### src/common/ising_pkg.sv
/*
 * Ising machine shared definitions.
 * Address map, LFSR constants, bus and config structs, sweep states.
 */

package ising_pkg;

    // ~~~~~~~~~~~~~~~~~~~~~~~~~~~~~~~~~~~~~~~~~~~~~~~~~~~~~~~~~~~
    // Address map
    // ~~~~~~~~~~~~~~~~~~~~~~~~~~~~~~~~~~~~~~~~~~~~~~~~~~~~~~~~~~~
    localparam logic [19:0] PHASE_ADDR_MASK  = 20'h40000;      // Against addr[31:12].
    localparam logic [7:0]  WEIGHT_ADDR_MASK = 8'h50;          // Against addr[31:24].

    localparam logic [31:0] CTR_CUTOFF_ADDR  = 32'h6000_0000;
    localparam logic [31:0] CTR_MAX_ADDR     = 32'h6000_0004;
    localparam logic [31:0] START_ADDR       = 32'h6000_0008;

    localparam logic [31:0] DEFAULT_RDATA    = 32'hAAAA_AAAA;  // Unmapped reads.

    // ~~~~~~~~~~~~~~~~~~~~~~~~~~~~~~~~~~~~~~~~~~~~~~~~~~~~~~~~~~~
    // Noise source
    // ~~~~~~~~~~~~~~~~~~~~~~~~~~~~~~~~~~~~~~~~~~~~~~~~~~~~~~~~~~~
    localparam logic [15:0] LFSR_SEED = 16'hACE1;
    localparam logic [15:0] LFSR_TAPS = 16'hB400;              // Galois, right shift.

    // Host write strobe with address and data.
    typedef struct packed {
        logic        strobe;
        logic [31:0] addr;
        logic [31:0] data;
    } axi_wr_t;

    // Run configuration written by the host.
    typedef struct packed {
        logic [31:0] counter_max;
        logic [31:0] counter_cutoff;
    } ising_cfg_t;

    typedef enum logic [1:0] {
        SW_ACCUM,
        SW_DECIDE,
        SW_DONE
    } sweep_state_t;

endpackage
### src/design/ising_axi.sv
/*
 * Ising machine top level on the memory-mapped port.
 * Control registers, hold counter and read data register.
 */

`timescale 1ns/1ps

module ising_axi #(
    parameter int N        = 4,
    parameter int WEIGHT_W = 8,
    parameter int FIELD_W  = 16
) (
    input  logic        clk,
    input  logic        axi_rstn,

    // Read port.
    input  logic        arvalid_q,
    input  logic [31:0] araddr_q,
    input  logic        rready,
    output logic        rvalid,
    output logic        rresp,
    output logic [31:0] rdata,

    // Write port.
    input  logic        wready,
    input  logic [31:0] wr_addr,
    input  logic [31:0] wdata
);

    ising_pkg::axi_wr_t    wr;
    ising_pkg::ising_cfg_t cfg;
    logic [31:0]           hold_cnt;
    logic                  ising_rstn;
    logic [31:0]           phase_word;
    logic [31:0]           weight_word;
    logic                  phase_sel;
    logic                  weight_sel;
    logic [31:0]           rd_mux;

    assign wr = '{strobe: wready, addr: wr_addr, data: wdata};

    // ~~~~~~~~~~~~~~~~~~~~~~~~~~~~~~~~~~~~~~~~~~~~~~~~~~~~~~~~~~~
    // Control registers and hold counter
    // ~~~~~~~~~~~~~~~~~~~~~~~~~~~~~~~~~~~~~~~~~~~~~~~~~~~~~~~~~~~
    always_ff @(posedge clk) begin
        if (!axi_rstn) begin
            cfg      <= '0;
            hold_cnt <= '0;
        end else begin
            if (wr.strobe && wr.addr == ising_pkg::CTR_CUTOFF_ADDR)
                cfg.counter_cutoff <= wr.data;
            if (wr.strobe && wr.addr == ising_pkg::CTR_MAX_ADDR)
                cfg.counter_max <= wr.data;

            if (wr.strobe && wr.addr == ising_pkg::START_ADDR)
                hold_cnt <= wr.data;                          // Restart the hold.
            else if (hold_cnt != '0)
                hold_cnt <= hold_cnt - 32'd1;
        end
    end

    // Core runs only once the count has drained; bus reset holds it too.
    assign ising_rstn = axi_rstn && (hold_cnt == '0);

    // ~~~~~~~~~~~~~~~~~~~~~~~~~~~~~~~~~~~~~~~~~~~~~~~~~~~~~~~~~~~
    // Read path
    // ~~~~~~~~~~~~~~~~~~~~~~~~~~~~~~~~~~~~~~~~~~~~~~~~~~~~~~~~~~~
    assign phase_sel  = (araddr_q[31:12] == ising_pkg::PHASE_ADDR_MASK);
    assign weight_sel = (araddr_q[31:24] == ising_pkg::WEIGHT_ADDR_MASK);

    assign rd_mux = phase_sel  ? phase_word  :
                    weight_sel ? weight_word :
                                 ising_pkg::DEFAULT_RDATA;

    always_ff @(posedge clk) begin
        if (!axi_rstn) begin
            rvalid <= 1'b0;
            rdata  <= '0;
        end else if (rvalid && rready) begin
            rvalid <= 1'b0;
            rdata  <= '0;
        end else if (arvalid_q && !rvalid) begin          // Busy port drops requests.
            rvalid <= 1'b1;
            rdata  <= rd_mux;
        end
    end

    assign rresp = 1'b0;                                   // Always OKAY.

    ising_core #(
        .N        (N),
        .WEIGHT_W (WEIGHT_W),
        .FIELD_W  (FIELD_W)
    ) u_core (
        .clk        (clk),
        .axi_rstn   (axi_rstn),
        .ising_rstn (ising_rstn),
        .cfg        (cfg),
        .wr         (wr),
        .rd_addr    (araddr_q),
        .phase      (phase_word),
        .rdata      (weight_word)
    );

endmodule

### src/ising_core/ising_core.sv
/*
 * Ising core, weight store plus spin sweeper.
 */

`timescale 1ns/1ps

module ising_core #(
    parameter int N        = 4,
    parameter int WEIGHT_W = 8,
    parameter int FIELD_W  = 16
) (
    input  logic                  clk,
    input  logic                  axi_rstn,
    input  logic                  ising_rstn,
    input  ising_pkg::ising_cfg_t cfg,
    input  ising_pkg::axi_wr_t    wr,
    input  logic [31:0]           rd_addr,
    output logic [31:0]           phase,
    output logic [31:0]           rdata
);

    localparam int IDX_W = $clog2(N);

    logic [IDX_W-1:0]           row;
    logic [IDX_W-1:0]           col;
    logic signed [WEIGHT_W-1:0] weight;

    weight_store #(
        .N        (N),
        .WEIGHT_W (WEIGHT_W)
    ) u_weights (
        .clk        (clk),
        .axi_rstn   (axi_rstn),
        .wr         (wr),
        .host_addr  (rd_addr),
        .row        (row),
        .col        (col),
        .host_rdata (rdata),
        .weight     (weight)
    );

    spin_sweeper #(
        .N        (N),
        .WEIGHT_W (WEIGHT_W),
        .FIELD_W  (FIELD_W)
    ) u_sweeper (
        .clk        (clk),
        .ising_rstn (ising_rstn),
        .cfg        (cfg),
        .weight     (weight),
        .row        (row),
        .col        (col),
        .phase      (phase)
    );

endmodule

### src/ising_core/spin_sweeper.sv
/*
 * Sequential spin sweeper with annealing noise.
 * Accumulates each local field, decides the spin, counts sweeps.
 */

`timescale 1ns/1ps

module spin_sweeper #(
    parameter int N        = 4,
    parameter int WEIGHT_W = 8,
    parameter int FIELD_W  = 16
) (
    input  logic                       clk,
    input  logic                       ising_rstn,
    input  ising_pkg::ising_cfg_t      cfg,
    input  logic signed [WEIGHT_W-1:0] weight,
    output logic [$clog2(N)-1:0]       row,
    output logic [$clog2(N)-1:0]       col,
    output logic [31:0]                phase
);

    localparam int IDX_W = $clog2(N);

    ising_pkg::sweep_state_t   state;
    logic [N-1:0]              spins;       // 1 is +1, 0 is -1.
    logic [31:0]               sweep_cnt;
    logic [32:0]               sweep_nxt;
    logic signed [FIELD_W-1:0] field;
    logic signed [FIELD_W-1:0] w_ext;
    logic [15:0]               lfsr;
    logic [15:0]               lfsr_nxt;
    logic                      done;
    logic                      decision;
    logic                      flip;

    assign w_ext     = {{(FIELD_W-WEIGHT_W){weight[WEIGHT_W-1]}}, weight};
    assign sweep_nxt = {1'b0, sweep_cnt} + 33'd1;

    // Galois step, taps folded in when a one falls out.
    assign lfsr_nxt = lfsr[0] ? ((lfsr >> 1) ^ ising_pkg::LFSR_TAPS) : (lfsr >> 1);

    // ~~~~~~~~~~~~~~~~~~~~~~~~~~~~~~~~~~~~~~~~~~~~~~~~~~~~~~~~~~~
    // Spin decision
    // ~~~~~~~~~~~~~~~~~~~~~~~~~~~~~~~~~~~~~~~~~~~~~~~~~~~~~~~~~~~
    always_comb begin
        if (field == '0)
            decision = spins[row];                           // Tie keeps the spin.
        else
            decision = !field[FIELD_W-1];
        flip = (sweep_cnt < cfg.counter_cutoff) && (lfsr_nxt[1:0] == 2'b00);
    end

    always_ff @(posedge clk) begin
        if (!ising_rstn) begin
            state     <= (cfg.counter_max == '0) ? ising_pkg::SW_DONE : ising_pkg::SW_ACCUM;
            spins     <= '1;
            sweep_cnt <= '0;
            row       <= '0;
            col       <= '0;
            field     <= '0;
            lfsr      <= ising_pkg::LFSR_SEED;
            done      <= 1'b0;
        end else begin
            case (state)
                ising_pkg::SW_ACCUM: begin
                    if (col != row)                          // No self coupling.
                        field <= spins[col] ? field + w_ext : field - w_ext;
                    if (col == IDX_W'(N - 1)) begin
                        col   <= '0;
                        state <= ising_pkg::SW_DECIDE;
                    end else begin
                        col <= col + 1'b1;
                    end
                end

                ising_pkg::SW_DECIDE: begin
                    lfsr       <= lfsr_nxt;
                    spins[row] <= decision ^ flip;
                    field      <= '0;
                    if (row == IDX_W'(N - 1)) begin
                        // End of a sweep.
                        row       <= '0;
                        sweep_cnt <= sweep_nxt[31:0];
                        if (sweep_nxt >= {1'b0, cfg.counter_max})
                            state <= ising_pkg::SW_DONE;
                        else
                            state <= ising_pkg::SW_ACCUM;
                    end else begin
                        row   <= row + 1'b1;
                        state <= ising_pkg::SW_ACCUM;
                    end
                end

                ising_pkg::SW_DONE: begin
                    done <= 1'b1;                             // Spins stay frozen.
                end

                default: begin
                    state <= ising_pkg::SW_ACCUM;
                end
            endcase
        end
    end

    // Done on bit 31, spins from bit 0 up.
    assign phase = {done, {(31 - N){1'b0}}, spins};

endmodule

### src/ising_core/weight_store.sv
/*
 * Coupling weight register file, N x N signed entries.
 * One host write port, a host read port and a sweeper read port.
 */

`timescale 1ns/1ps

module weight_store #(
    parameter int N        = 4,
    parameter int WEIGHT_W = 8
) (
    input  logic                       clk,
    input  logic                       axi_rstn,
    input  ising_pkg::axi_wr_t         wr,
    input  logic [31:0]                host_addr,
    input  logic [$clog2(N)-1:0]       row,
    input  logic [$clog2(N)-1:0]       col,
    output logic [31:0]                host_rdata,
    output logic signed [WEIGHT_W-1:0] weight
);

    localparam int IDX_W = $clog2(N);

    logic signed [WEIGHT_W-1:0] mem [N][N];

    logic [7:0]                 w_row;
    logic [5:0]                 w_col;
    logic                       wr_hit;
    logic [7:0]                 h_row;
    logic [5:0]                 h_col;
    logic signed [WEIGHT_W-1:0] h_w;

    // Row in addr[15:8], column in addr[7:2].
    assign w_row  = wr.addr[15:8];
    assign w_col  = wr.addr[7:2];
    assign wr_hit = wr.strobe && (wr.addr[31:24] == ising_pkg::WEIGHT_ADDR_MASK) &&
                    (w_row < N) && (w_col < N);

    always_ff @(posedge clk) begin
        if (!axi_rstn) begin
            for (int r = 0; r < N; r++) begin
                for (int c = 0; c < N; c++) begin
                    mem[r][c] <= '0;
                end
            end
        end else if (wr_hit) begin
            mem[w_row[IDX_W-1:0]][w_col[IDX_W-1:0]] <= wr.data[WEIGHT_W-1:0];
        end
    end

    // Host readback, zero outside the array.
    assign h_row = host_addr[15:8];
    assign h_col = host_addr[7:2];

    always_comb begin
        h_w        = mem[h_row[IDX_W-1:0]][h_col[IDX_W-1:0]];
        host_rdata = '0;
        if (h_row < N && h_col < N)
            host_rdata = {{(32-WEIGHT_W){h_w[WEIGHT_W-1]}}, h_w};
    end

    assign weight = mem[row][col];

endmodule

### config.mk
export PLATFORM = sky130hd
export DESIGN_NAME = ising_axi
export DESIGN_NICKNAME = d
export VERILOG_FILES = /design/src/common/ising_pkg.sv /design/src/design/ising_axi.sv /design/src/ising_core/ising_core.sv /design/src/ising_core/spin_sweeper.sv /design/src/ising_core/weight_store.sv
export SDC_FILE = /design/constraint.sdc
export NUM_CORES = 1
export LEC_CHECK = 0
export BUFFER_PORTS_ARGS = -buffer_cell sky130_fd_sc_hd__buf_2
export CORE_MARGIN = 3
export CORE_UTILIZATION = 41
export CTS_CLUSTER_DIAMETER = 100
export DETAILED_ROUTE_END_ITERATION = 8
export SYNTH_ARGS = -nofsm -noshare
export SYNTH_HDL_FRONTEND = slang
export SYNTH_HIERARCHICAL = 1
export SYNTH_SLANG_ARGS = --single-unit
export TNS_END_PERCENT = 10
### constraint.sdc
create_clock -name clk -period 5.3 [get_ports clk]
set_input_delay 0.53 -clock clk [delete_from_list [all_inputs] [get_ports clk]]
set_output_delay 0.53 -clock clk [all_outputs]
set_load 0.01 [all_outputs]
==> run summary, run 1 <==
The run finished with clean final reports. Summing internal, switching and leakage power gives 7.48 mW. The worst hold path class was input pin to register. From synthesis to final layout, the design area changed by 11.4%. The post-synthesis compound-gate area fraction is 0.111. For the number of vias after detailed routing, the log shows 15.9k. At the later pin of the worst-skew pair, clock insertion delay measures 560 ps. The worst IR drop on VDD is 230 uV, and the share of async-settable or async-resettable flops after synthesis is 0.

Clock tree synthesis selected as its root buffer the cell sky130_fd_sc_hd__clkbuf_16. The number of flip-flops and latches in the synthesized netlist works out to 332. In this run, the number of DRC markers left after iteration 0 of detailed routing was 1386. The finished cells cover 0.0220 mm^2. The transition time at the pin with the least slew margin works out to 1210 ps. Number of global-route vias before repair: 15.5k. Summing all multi-input logic gate instances after layout gives 0.0106 mm^2. The top achievable clock speed is 204 MHz.

The run gives 0.219 as the share of power burned in combinational logic. The number of instances in the synthesized netlist is 2037, and the final period utilization is 0.923. The placed instances occupy a cell area of 0.0206 mm^2. The worst hold path passes through 3 cells. For this run, design rule violations remaining after detail routing come to 0. Accumulated negative setup slack: 0 ps. TritonCTS built the clock tree. The most common flop cell mapped by yosys is sky130_fd_sc_hd__dfxtp_1.

Row generation in the floorplan step produced 79 rows. For this design the static power due to leakage is 7.82 nW. In this run the power spent charging and discharging nets is 2.26 mW. The critical path data arrival time is 5330 ps.

The timing startpoint of the critical path was u_core/u_sweeper/row[0]$_SDFFE_PN0P_. The synthesized area divided by synthesized cell count is 9.69 um^2. In the routed layout, each cell is associated on average with a via count of 5.88. The arithmetic-cell share of the synthesized area counting full adders, half adders and majority gates works out to 0.0562. No sink is reached through more buffers than the 3 on the longest clock path. Clock-pin slew was measured on the worst setup and hold paths at 60 ps. For the finished layout, the period the worst path requires is 4890 ps. The count of flip-flops with a built-in enable after synthesis came out at 130. The xor and xnor fraction of the mapped netlist area was 0.0368; the number of filler cells placed in the layout was 4451. Once detail routing completed, the nets flagged for antenna violations numbered 0. Yosys attributes the largest share of cell area to sky130_fd_sc_hd__dfxtp_1, sky130_fd_sc_hd__edfxtp_1, sky130_fd_sc_hd__mux4_2.

Buffers inserted to repair hold after CTS numbered 0. Largest family of logic cells by synthesized area: simple AND/OR/NAND/NOR gates. The mux share of post-synthesis cell area was 0.118; the half-perimeter wire length after placement was 37.3 mm. Routability-driven placement finished with a final weighted congestion of 0.862. For the fraction of power consumed by the clock network, the log shows 0.380.

The net count of the finished layout is 2253. Across all register-to-register paths, the minimum setup slack is 410 ps. Clock tree synthesis inserted a total of 39 buffers.

The die is 225 um wide. The share of the synthesized area in the top cell type came out at 0.205. The tools report the endpoint of the lowest-slack register-to-register path as u_core/u_sweeper/field[14]$_SDFFE_PN0P_. The core region is 0.0471 mm^2. The share of total power in sequential cells was 0.402; the cell-internal power was 5.22 mW. The initial standard-cell utilization of the core is 0.420, and the final max-slew violation count is 0.

The netlist area before placement came out at 0.0197 mm^2. Buffers placed on the I/O ports in this run total 131. Power spread over the standard cell area amounts to 340 mW/mm^2. The logs give 0 for the number of violations of the max-capacitance limit and 214 ps for the worst hold slack after final layout. The clock tree synthesis step divided the H-tree into 2 levels.

The startpoint identified for the worst hold timing path is arvalid_q. Post-detailed-route wirelength per cell: 20.4 um. Entering global routing, the biggest net connects 91 pins. The first TritonRoute pass finished after 5 iterations. The initial antenna violation count was 0; the simple-gate area share of the yosys netlist was 0.207. The tree built by TritonCTS fans out to 332 sinks. The largest fanout of any net on the critical path was 13. The sequential cells in the finished layout cover a total of 0.00795 mm^2. Setup repair after global routing left no endpoint under its margin. The die covers 0.0508 mm^2.

The synthesized netlist contains 79 unique library cells. For this run the aggregate overflow at the end of global routing stands at 0. From bottom edge to top edge, the die measures 225 um. STA classifies the critical path endpoint as a register.

The logs give 0 for the number of endpoints with negative hold slack in the final report and 0.196 for the normalized max-slew margin. For the number of post-CTS setup repair buffers, the log shows 0. The sequential share of the synthesized area is 0.403. The path with the worst hold slack has its endpoint at rvalid$_SDFFE_PP0P_. Measured in cells, the most critical reg-to-reg path has a length of 16. 135 I/O pins were placed. Setup violations remaining at the end of the flow were counted as 0. The count of warnings emitted by yosys was 6. Gates resized during post-CTS repair numbered 0. The tools report the global-route wire length before repair as 86.1 mm. The sort of element at the start of the critical path was a register. The clock arrives with 16.9 ps of skew. The worst register-to-register path begins at u_core/u_sweeper/row[0]$_SDFFE_PN0P_. The largest area contributor in the synthesized netlist was sky130_fd_sc_hd__dfxtp_1. The run gives 5730 ps as the required time of the worst setup path.

Switching share of power: 0.302. The share of cells above drive strength 1 was 0.168. The critical path class was register to register. The run gives 55.0 mm as the total wire length. For the global router's overall resource usage, the log shows 0.214.
==> cells in the mapped netlist, types with 15 or more instances <==
library cell               instances
sky130_fd_sc_hd__o211ai_1         20
sky130_fd_sc_hd__nand3b_1         15
sky130_fd_sc_hd__xnor2_1          49
sky130_fd_sc_hd__clkbuf_1        100
sky130_fd_sc_hd__buf_4            53
sky130_fd_sc_hd__buf_2            39
sky130_fd_sc_hd__and2_1           23
sky130_fd_sc_hd__xor2_1           34
sky130_fd_sc_hd__a21o_1           16
sky130_fd_sc_hd__nor4_1           91
sky130_fd_sc_hd__ha_1             87
sky130_fd_sc_hd__edfxtp_1        130
sky130_fd_sc_hd__a21boi_0         20
sky130_fd_sc_hd__mux2i_1          82
sky130_fd_sc_hd__o21ai_0          42
sky130_fd_sc_hd__nor3_1          125
sky130_fd_sc_hd__nor2_1          126
sky130_fd_sc_hd__inv_1            78
sky130_fd_sc_hd__dfxtp_1         202
sky130_fd_sc_hd__nand4_1          31
sky130_fd_sc_hd__a22oi_1          21
sky130_fd_sc_hd__or3_1            21
sky130_fd_sc_hd__nand3_1          82
sky130_fd_sc_hd__o221ai_1         18
sky130_fd_sc_hd__a221oi_1         18
sky130_fd_sc_hd__mux4_2           66
sky130_fd_sc_hd__nand2_1         174
sky130_fd_sc_hd__a21oi_1          70
sky130_fd_sc_hd__nor2b_1          23
==> state kept, by name, summed over array words and instances (netlist names), 4 cells and up <==
| name | count |
|---|---|
| u_core/u_sweeper/sweep_cnt | 32 |
| u_core/u_weights/mem | 128 |
| cfg | 64 |
| u_core/u_sweeper/field | 16 |
| rdata | 32 |
| hold_cnt | 32 |
| u_core/u_sweeper/lfsr | 16 |
| u_core/u_sweeper/spins | 4 |
==> power by group through the flow <==
stage	clock [mW]	combinational, mW	sequential (mW)
after floorplan	0	1.29	3.01
after global placement	0	1.60	3.05
after detailed placement	0	1.63	3.05
after CTS	2.90	1.63	3.00
after global routing	2.99	1.81	3.03
final	2.84	1.64	3.01
==> cells by family (layout without fill, tap and decap cells) <==
| logic type | Yosys count | in the layout |
|---|---|---|
| and+or+nand+nor | 786 | 786 |
| AOI/OAI and AO/OA | 309 | 309 |
| other | 2 | 29 |
| adders and majority gates | 88 | 88 |
| DFF | 332 | 332 |
| buffers and inverters | 287 | 318 |
| muxes | 150 | 150 |
| xor gates and xnor gates | 83 | 83 |
==> worst max-delay path by stage <==
stage | end | slack [ps] | cells past startpoint
floorplan | u_core/u_sweeper/field[15]$_SDFFE_PN0P_ | 530 | 17
global placement | u_core/u_sweeper/field[14]$_SDFFE_PN0P_ | 350 | 16
detailed placement | u_core/u_sweeper/field[14]$_SDFFE_PN0P_ | 290 | 16
CTS | u_core/u_sweeper/field[15]$_SDFFE_PN0P_ | 270 | 17
global route | u_core/u_sweeper/field[15]$_SDFFE_PN0P_ | 130 | 17
finish | u_core/u_sweeper/field[14]$_SDFFE_PN0P_ | 410 | 16
==> stage by stage <==
step | std cells | setup slack, ps | util
floorplan | 2063 | 533 | -
global placement | 2630 | 354 | 0.438
detailed placement | 2630 | 289 | 0.438
CTS | 2701 | 269 | 0.467
global route | 2701 | 128 | 0.467
finish | 2702 | 408 | 0.467
==> routing by layer <==
layer / global-route usage / routed length [um] / vias up
met3: 0.0272 / 3270 / 115
li1: - / - / 7546
met1: 0.298 / 24700 / 7712
met2: 0.341 / 25300 / 510
met4: 0.0791 / 1740 / 0
met5: 0 / 0 / -
==> cell type report <==
type / count / share of cell area
diodes: 1 / 0.000114
inverters: 79 / 0.0135
repair buffers: 168 / 0.0442
clock inverters: 20 / 0.00951
flip-flops and latches: 332 / 0.362
clock buffers: 51 / 0.0522
multi-input cells: 1444 / 0.484
well taps: 607 / 0.0345
==> cell usage in the layout, fill, tap and decap left out, types with 11 or more instances in the layout <==
cell type,instances
sky130_fd_sc_hd__xnor2_1,49
sky130_fd_sc_hd__dfxtp_1,201
sky130_fd_sc_hd__a221oi_1,18
sky130_fd_sc_hd__nand3b_1,15
sky130_fd_sc_hd__inv_1,78
sky130_fd_sc_hd__ha_1,87
sky130_fd_sc_hd__o21ai_0,42
sky130_fd_sc_hd__a21o_1,16
sky130_fd_sc_hd__nor2_1,125
sky130_fd_sc_hd__xor2_1,34
sky130_fd_sc_hd__mux2i_1,82
sky130_fd_sc_hd__and2_1,23
sky130_fd_sc_hd__edfxtp_1,130
sky130_fd_sc_hd__a211oi_1,14
sky130_fd_sc_hd__nor2b_1,21
sky130_fd_sc_hd__buf_4,34
sky130_fd_sc_hd__nand2_1,173
sky130_fd_sc_hd__nor4_1,89
sky130_fd_sc_hd__clkbuf_16,44
sky130_fd_sc_hd__mux4_2,66
sky130_fd_sc_hd__nand3_1,82
sky130_fd_sc_hd__nand4_1,31
sky130_fd_sc_hd__a21oi_1,70
sky130_fd_sc_hd__o221ai_1,18
sky130_fd_sc_hd__a21boi_0,20
sky130_fd_sc_hd__or4_1,14
sky130_fd_sc_hd__nand2b_1,11
sky130_fd_sc_hd__or3_1,21
sky130_fd_sc_hd__a22oi_1,21
sky130_fd_sc_hd__nor3_1,125
sky130_fd_sc_hd__buf_2,131
sky130_fd_sc_hd__conb_1,28
sky130_fd_sc_hd__o211ai_1,20
==> worst max-delay path, cell delays in order (launching register included) <==
cell and delay [ps]:
sky130_fd_sc_hd__dfxtp_4 520, sky130_fd_sc_hd__buf_12 180, sky130_fd_sc_hd__mux4_2 490, sky130_fd_sc_hd__a22oi_1 230, sky130_fd_sc_hd__nand2_1 190, sky130_fd_sc_hd__or4_1 570, sky130_fd_sc_hd__or4_1 510, sky130_fd_sc_hd__ha_1 310
sky130_fd_sc_hd__mux2i_1 70, sky130_fd_sc_hd__ha_1 220, sky130_fd_sc_hd__a211oi_1 280, sky130_fd_sc_hd__o21bai_1 150, sky130_fd_sc_hd__a21o_1 210, sky130_fd_sc_hd__a31o_2 230, sky130_fd_sc_hd__a21oi_1 190, sky130_fd_sc_hd__nor4b_1 70
sky130_fd_sc_hd__or3_1 340
No activity file was read; power rests on OpenSTA's default activity.
==> run 2, diff against run 1 <==
Settings changed: MAX_ROUTING_LAYER set to met4.
Clock period 5.3 ns to 5.7 ns, I/O delays scaled along.
==> run summary, run 2 (synthesized netlist as in run 1, its figures left out) <==
The logs give 0.220 for the global router's overall resource usage and 7.75 nW for the leakage power figure. The share of cells above drive strength 1 is 0.164, and the total iterations of the first detailed-routing run is 5. For the number of violations of the max-capacitance limit, the log shows 0.

The tools report the routability-driven placement congestion ratio as 0.827. Post-detailed-route count of antenna-violating nets: 0. The largest fanout of any net on the critical path works out to 23. The library cell used as clock root buffer is sky130_fd_sc_hd__clkbuf_16. The total of buffers placed on input and output ports came out at 131.

The tools report the number of placed I/O pins as 135. The die covers 0.0508 mm^2. For the critical path data arrival time, the log shows 5490 ps. The final period utilization works out to 0.888. In the routed design, unresolved DRC markers number 0. The logs give 1 for the initial antenna violation count and 15.2k for the number of global-route vias before repair. For the pin with the worst max-slew slack, the measured transition is 1280 ps. The width of the die is 225 um, and the standard cell core area is 0.0471 mm^2. The routed layout has 15.8k vias. The startpoint of the most critical register-to-register path is u_core/u_sweeper/row[0]$_SDFFE_PN0P_.

TritonCTS built the clock tree. The post-detailed-route wirelength per cell came out at 20.4 um. Ranked by flip-flop count, first place goes to u_core/u_weights/mem.

The tools report the endpoint of the lowest-slack register-to-register path as u_core/u_sweeper/field[14]$_SDFFE_PN0P_. In this run the worst setup path begins at u_core/u_sweeper/row[0]$_SDFFE_PN0P_. The worst setup path is captured at a register.

The power per standard cell area came out at 312 mW/mm^2. The register with the most flip-flops in the layout has 128 of them. The tools report the sort of element at the start of the critical path as a register. The largest registers in the layout are u_core/u_weights/mem x128, cfg x64. The kind of cell with the highest combined delay along the critical path is simple AND/OR/NAND/NOR gates. The final max-slew violation count is 0, and the post-detailed-route via-to-cell ratio is 5.85.

Counting buffers and inverters, the worst setup path is 16 cells deep. For the worst setup path, the data required time is 6130 ps. Setup repair after global routing left no endpoint under its margin. The count of standard-cell rows is 79. The tightest hold path in the finished design has a slack of 261 ps.

The flow ran to the end, and the final reports show no timing, DRC or antenna violations. The first global-routing pass estimated 85.8 mm of wire. Across the routed clock network, the largest skew measured is 16.1 ps. The min-delay analysis places its worst path in the category input pin to register. The tools report the worst IR drop on VDD as 227 uV.

The critical path class is register to register. For this run, the post-layout net count is 2250. In this run, CTS created clock tree buffers numbering 39. The critical path goes through buf_12, mux4_2, a22oi_1, nand2_1, or4_1, or4_1, ha_1, mux2i_1, ha_1, a211oi_1, o21bai_1, a21o_1, a31o_2, a21oi_1, nor4b_1, or3_1. The clock drives 332 sinks. From synthesis to final layout, the design area changed by 10.7%. The HPWL after detailed placement is 36.5 mm.

The clock-pin slew on the worst setup and hold paths was 60 ps; the worst-case clock buffer depth was 3. The final layout contains routed wiring with a total length of 55.0 mm. For this run, the slowest stage of the critical path takes 560 ps. Hold repair after CTS inserted 0 buffers. In the layout the commonest cells are sky130_fd_sc_hd__dfxtp_1, sky130_fd_sc_hd__nand2_1, sky130_fd_sc_hd__buf_2.

The H-tree was split into 2 levels. The die height came out at 225 um. For the final routed database, the setup TNS stands at 0 ps. The total buffers and inverters traversed by the critical path was 1. Across all register-to-register paths, the minimum setup slack is 640 ps.

The normalized max-slew margin came out at 0.145. The tools report the end point of the critical path as u_core/u_sweeper/field[14]$_SDFFE_PN0P_. The library cell used most frequently in the layout, excluding fill and tap cells, is sky130_fd_sc_hd__dfxtp_1.

Top achievable clock speed: 198 MHz. The initial standard-cell utilization of the core came out at 0.420. The worst register-to-register path has a depth of 16.

Setup violations remaining at the end of the flow were counted as 0. The logs give 0 for the number of post-CTS setup repair buffers and 0 for the number of endpoints with negative hold slack in the final report. The slowest cell on the critical path is sky130_fd_sc_hd__or4_1. The worst path in the final design needs a cycle of 5060 ps, including I/O delays and setup. The run gives 95 as the pin count of the biggest net entering global routing.

The run gives 0 as the global-route congestion overflow total. The later pin in the worst-skew pair is clocked with a latency of 550 ps. For the violation count after the first detailed-route iteration, the log shows 1126. Gates resized during post-CTS repair numbered 0.
run 2: changes by cell type in the layout (fill, tap and decap cells not counted):
| cell | delta |
|---|---|
| sky130_fd_sc_hd__clkbuf_1 | +5 |
| sky130_fd_sc_hd__clkinvlp_4 | -3 |
| sky130_fd_sc_hd__buf_4 | -2 |
| sky130_fd_sc_hd__inv_6 | +1 |
| sky130_fd_sc_hd__dfxtp_4 | -1 |
| sky130_fd_sc_hd__buf_12 | -1 |
| sky130_fd_sc_hd__clkinv_1 | -1 |
| sky130_fd_sc_hd__clkbuf_16 | -5 |
| sky130_fd_sc_hd__dfxtp_2 | +1 |
| sky130_fd_sc_hd__clkbuf_8 | +2 |
| sky130_fd_sc_hd__clkinv_2 | -1 |
run 2: worst min path at each step:
| stage | start | endpoint | slack [ps] | depth (start not counted) |
|---|---|---|---|---|
| finish | arvalid_q | rvalid$_SDFFE_PP0P_ | 260 | 3 |
| global route | arvalid_q | rvalid$_SDFFE_PP0P_ | 250 | 3 |
| CTS | arvalid_q | rvalid$_SDFFE_PP0P_ | 230 | 3 |
| detailed placement | rdata[27]$_SDFFE_PP0P_ | rdata[27]$_SDFFE_PP0P_ | 450 | 2 |
| global placement | rdata[25]$_SDFFE_PP0P_ | rdata[25]$_SDFFE_PP0P_ | 440 | 2 |
| floorplan | u_core/u_sweeper/lfsr[5]$_SDFFE_PN1P_ | u_core/u_sweeper/lfsr[5]$_SDFFE_PN1P_ | 440 | 2 |
run 2: worst register-to-register path, cell delays in order, from the launching register on:
cell and delay [ps]:
sky130_fd_sc_hd__dfxtp_2 430, sky130_fd_sc_hd__buf_12 260, sky130_fd_sc_hd__mux4_2 550, sky130_fd_sc_hd__a22oi_1 330, sky130_fd_sc_hd__nand2_1 190, sky130_fd_sc_hd__or4_1 560, sky130_fd_sc_hd__or4_1 510, sky130_fd_sc_hd__ha_1 320
sky130_fd_sc_hd__mux2i_1 70, sky130_fd_sc_hd__ha_1 220, sky130_fd_sc_hd__a211oi_1 320, sky130_fd_sc_hd__o21bai_1 150, sky130_fd_sc_hd__a21o_1 210, sky130_fd_sc_hd__a31o_2 230, sky130_fd_sc_hd__a21oi_1 180, sky130_fd_sc_hd__nor4b_1 70
sky130_fd_sc_hd__or3_1 340
run 2: per-stage QoR:
stage	setup WS, ps	power (mW)	utilization	cells	area, um^2
final	638	6.82	0.464	2697	21800
after global routing	346	7.16	0.464	2697	21800
after CTS	651	6.88	0.464	2696	21800
after detailed placement	663	4.35	0.438	2627	20600
after global placement	750	4.32	0.438	2627	20600
after floorplan	933	4.00	-	2063	19800
run 2: area by class of cell:
class                      instances  area [um^2]
timing repair buffer             165          936
antenna                            1         2.50
sequential                       332         7950
clock inverter                    16          186
multi-input combinational       1444        10600
tap                              607          759
clock buffer                      53         1070
fill                            4427        25200
inverter                          79          297
run 2: routing by layer:
metal  share of wire  vias up  track usage
met1            0.43     7644        0.288
met2            0.47      493        0.351
li1                -     7543            -
met3           0.065       98       0.0353
met5               0        -            -
met4           0.026        0       0.0705
run 2: power breakdown:
part / switching (mW) / internal [mW] / total (mW)
clock: 1.01 / 1.49 / 2.51
sequential: 0.155 / 2.64 / 2.79
combinational: 0.910 / 0.611 / 1.52
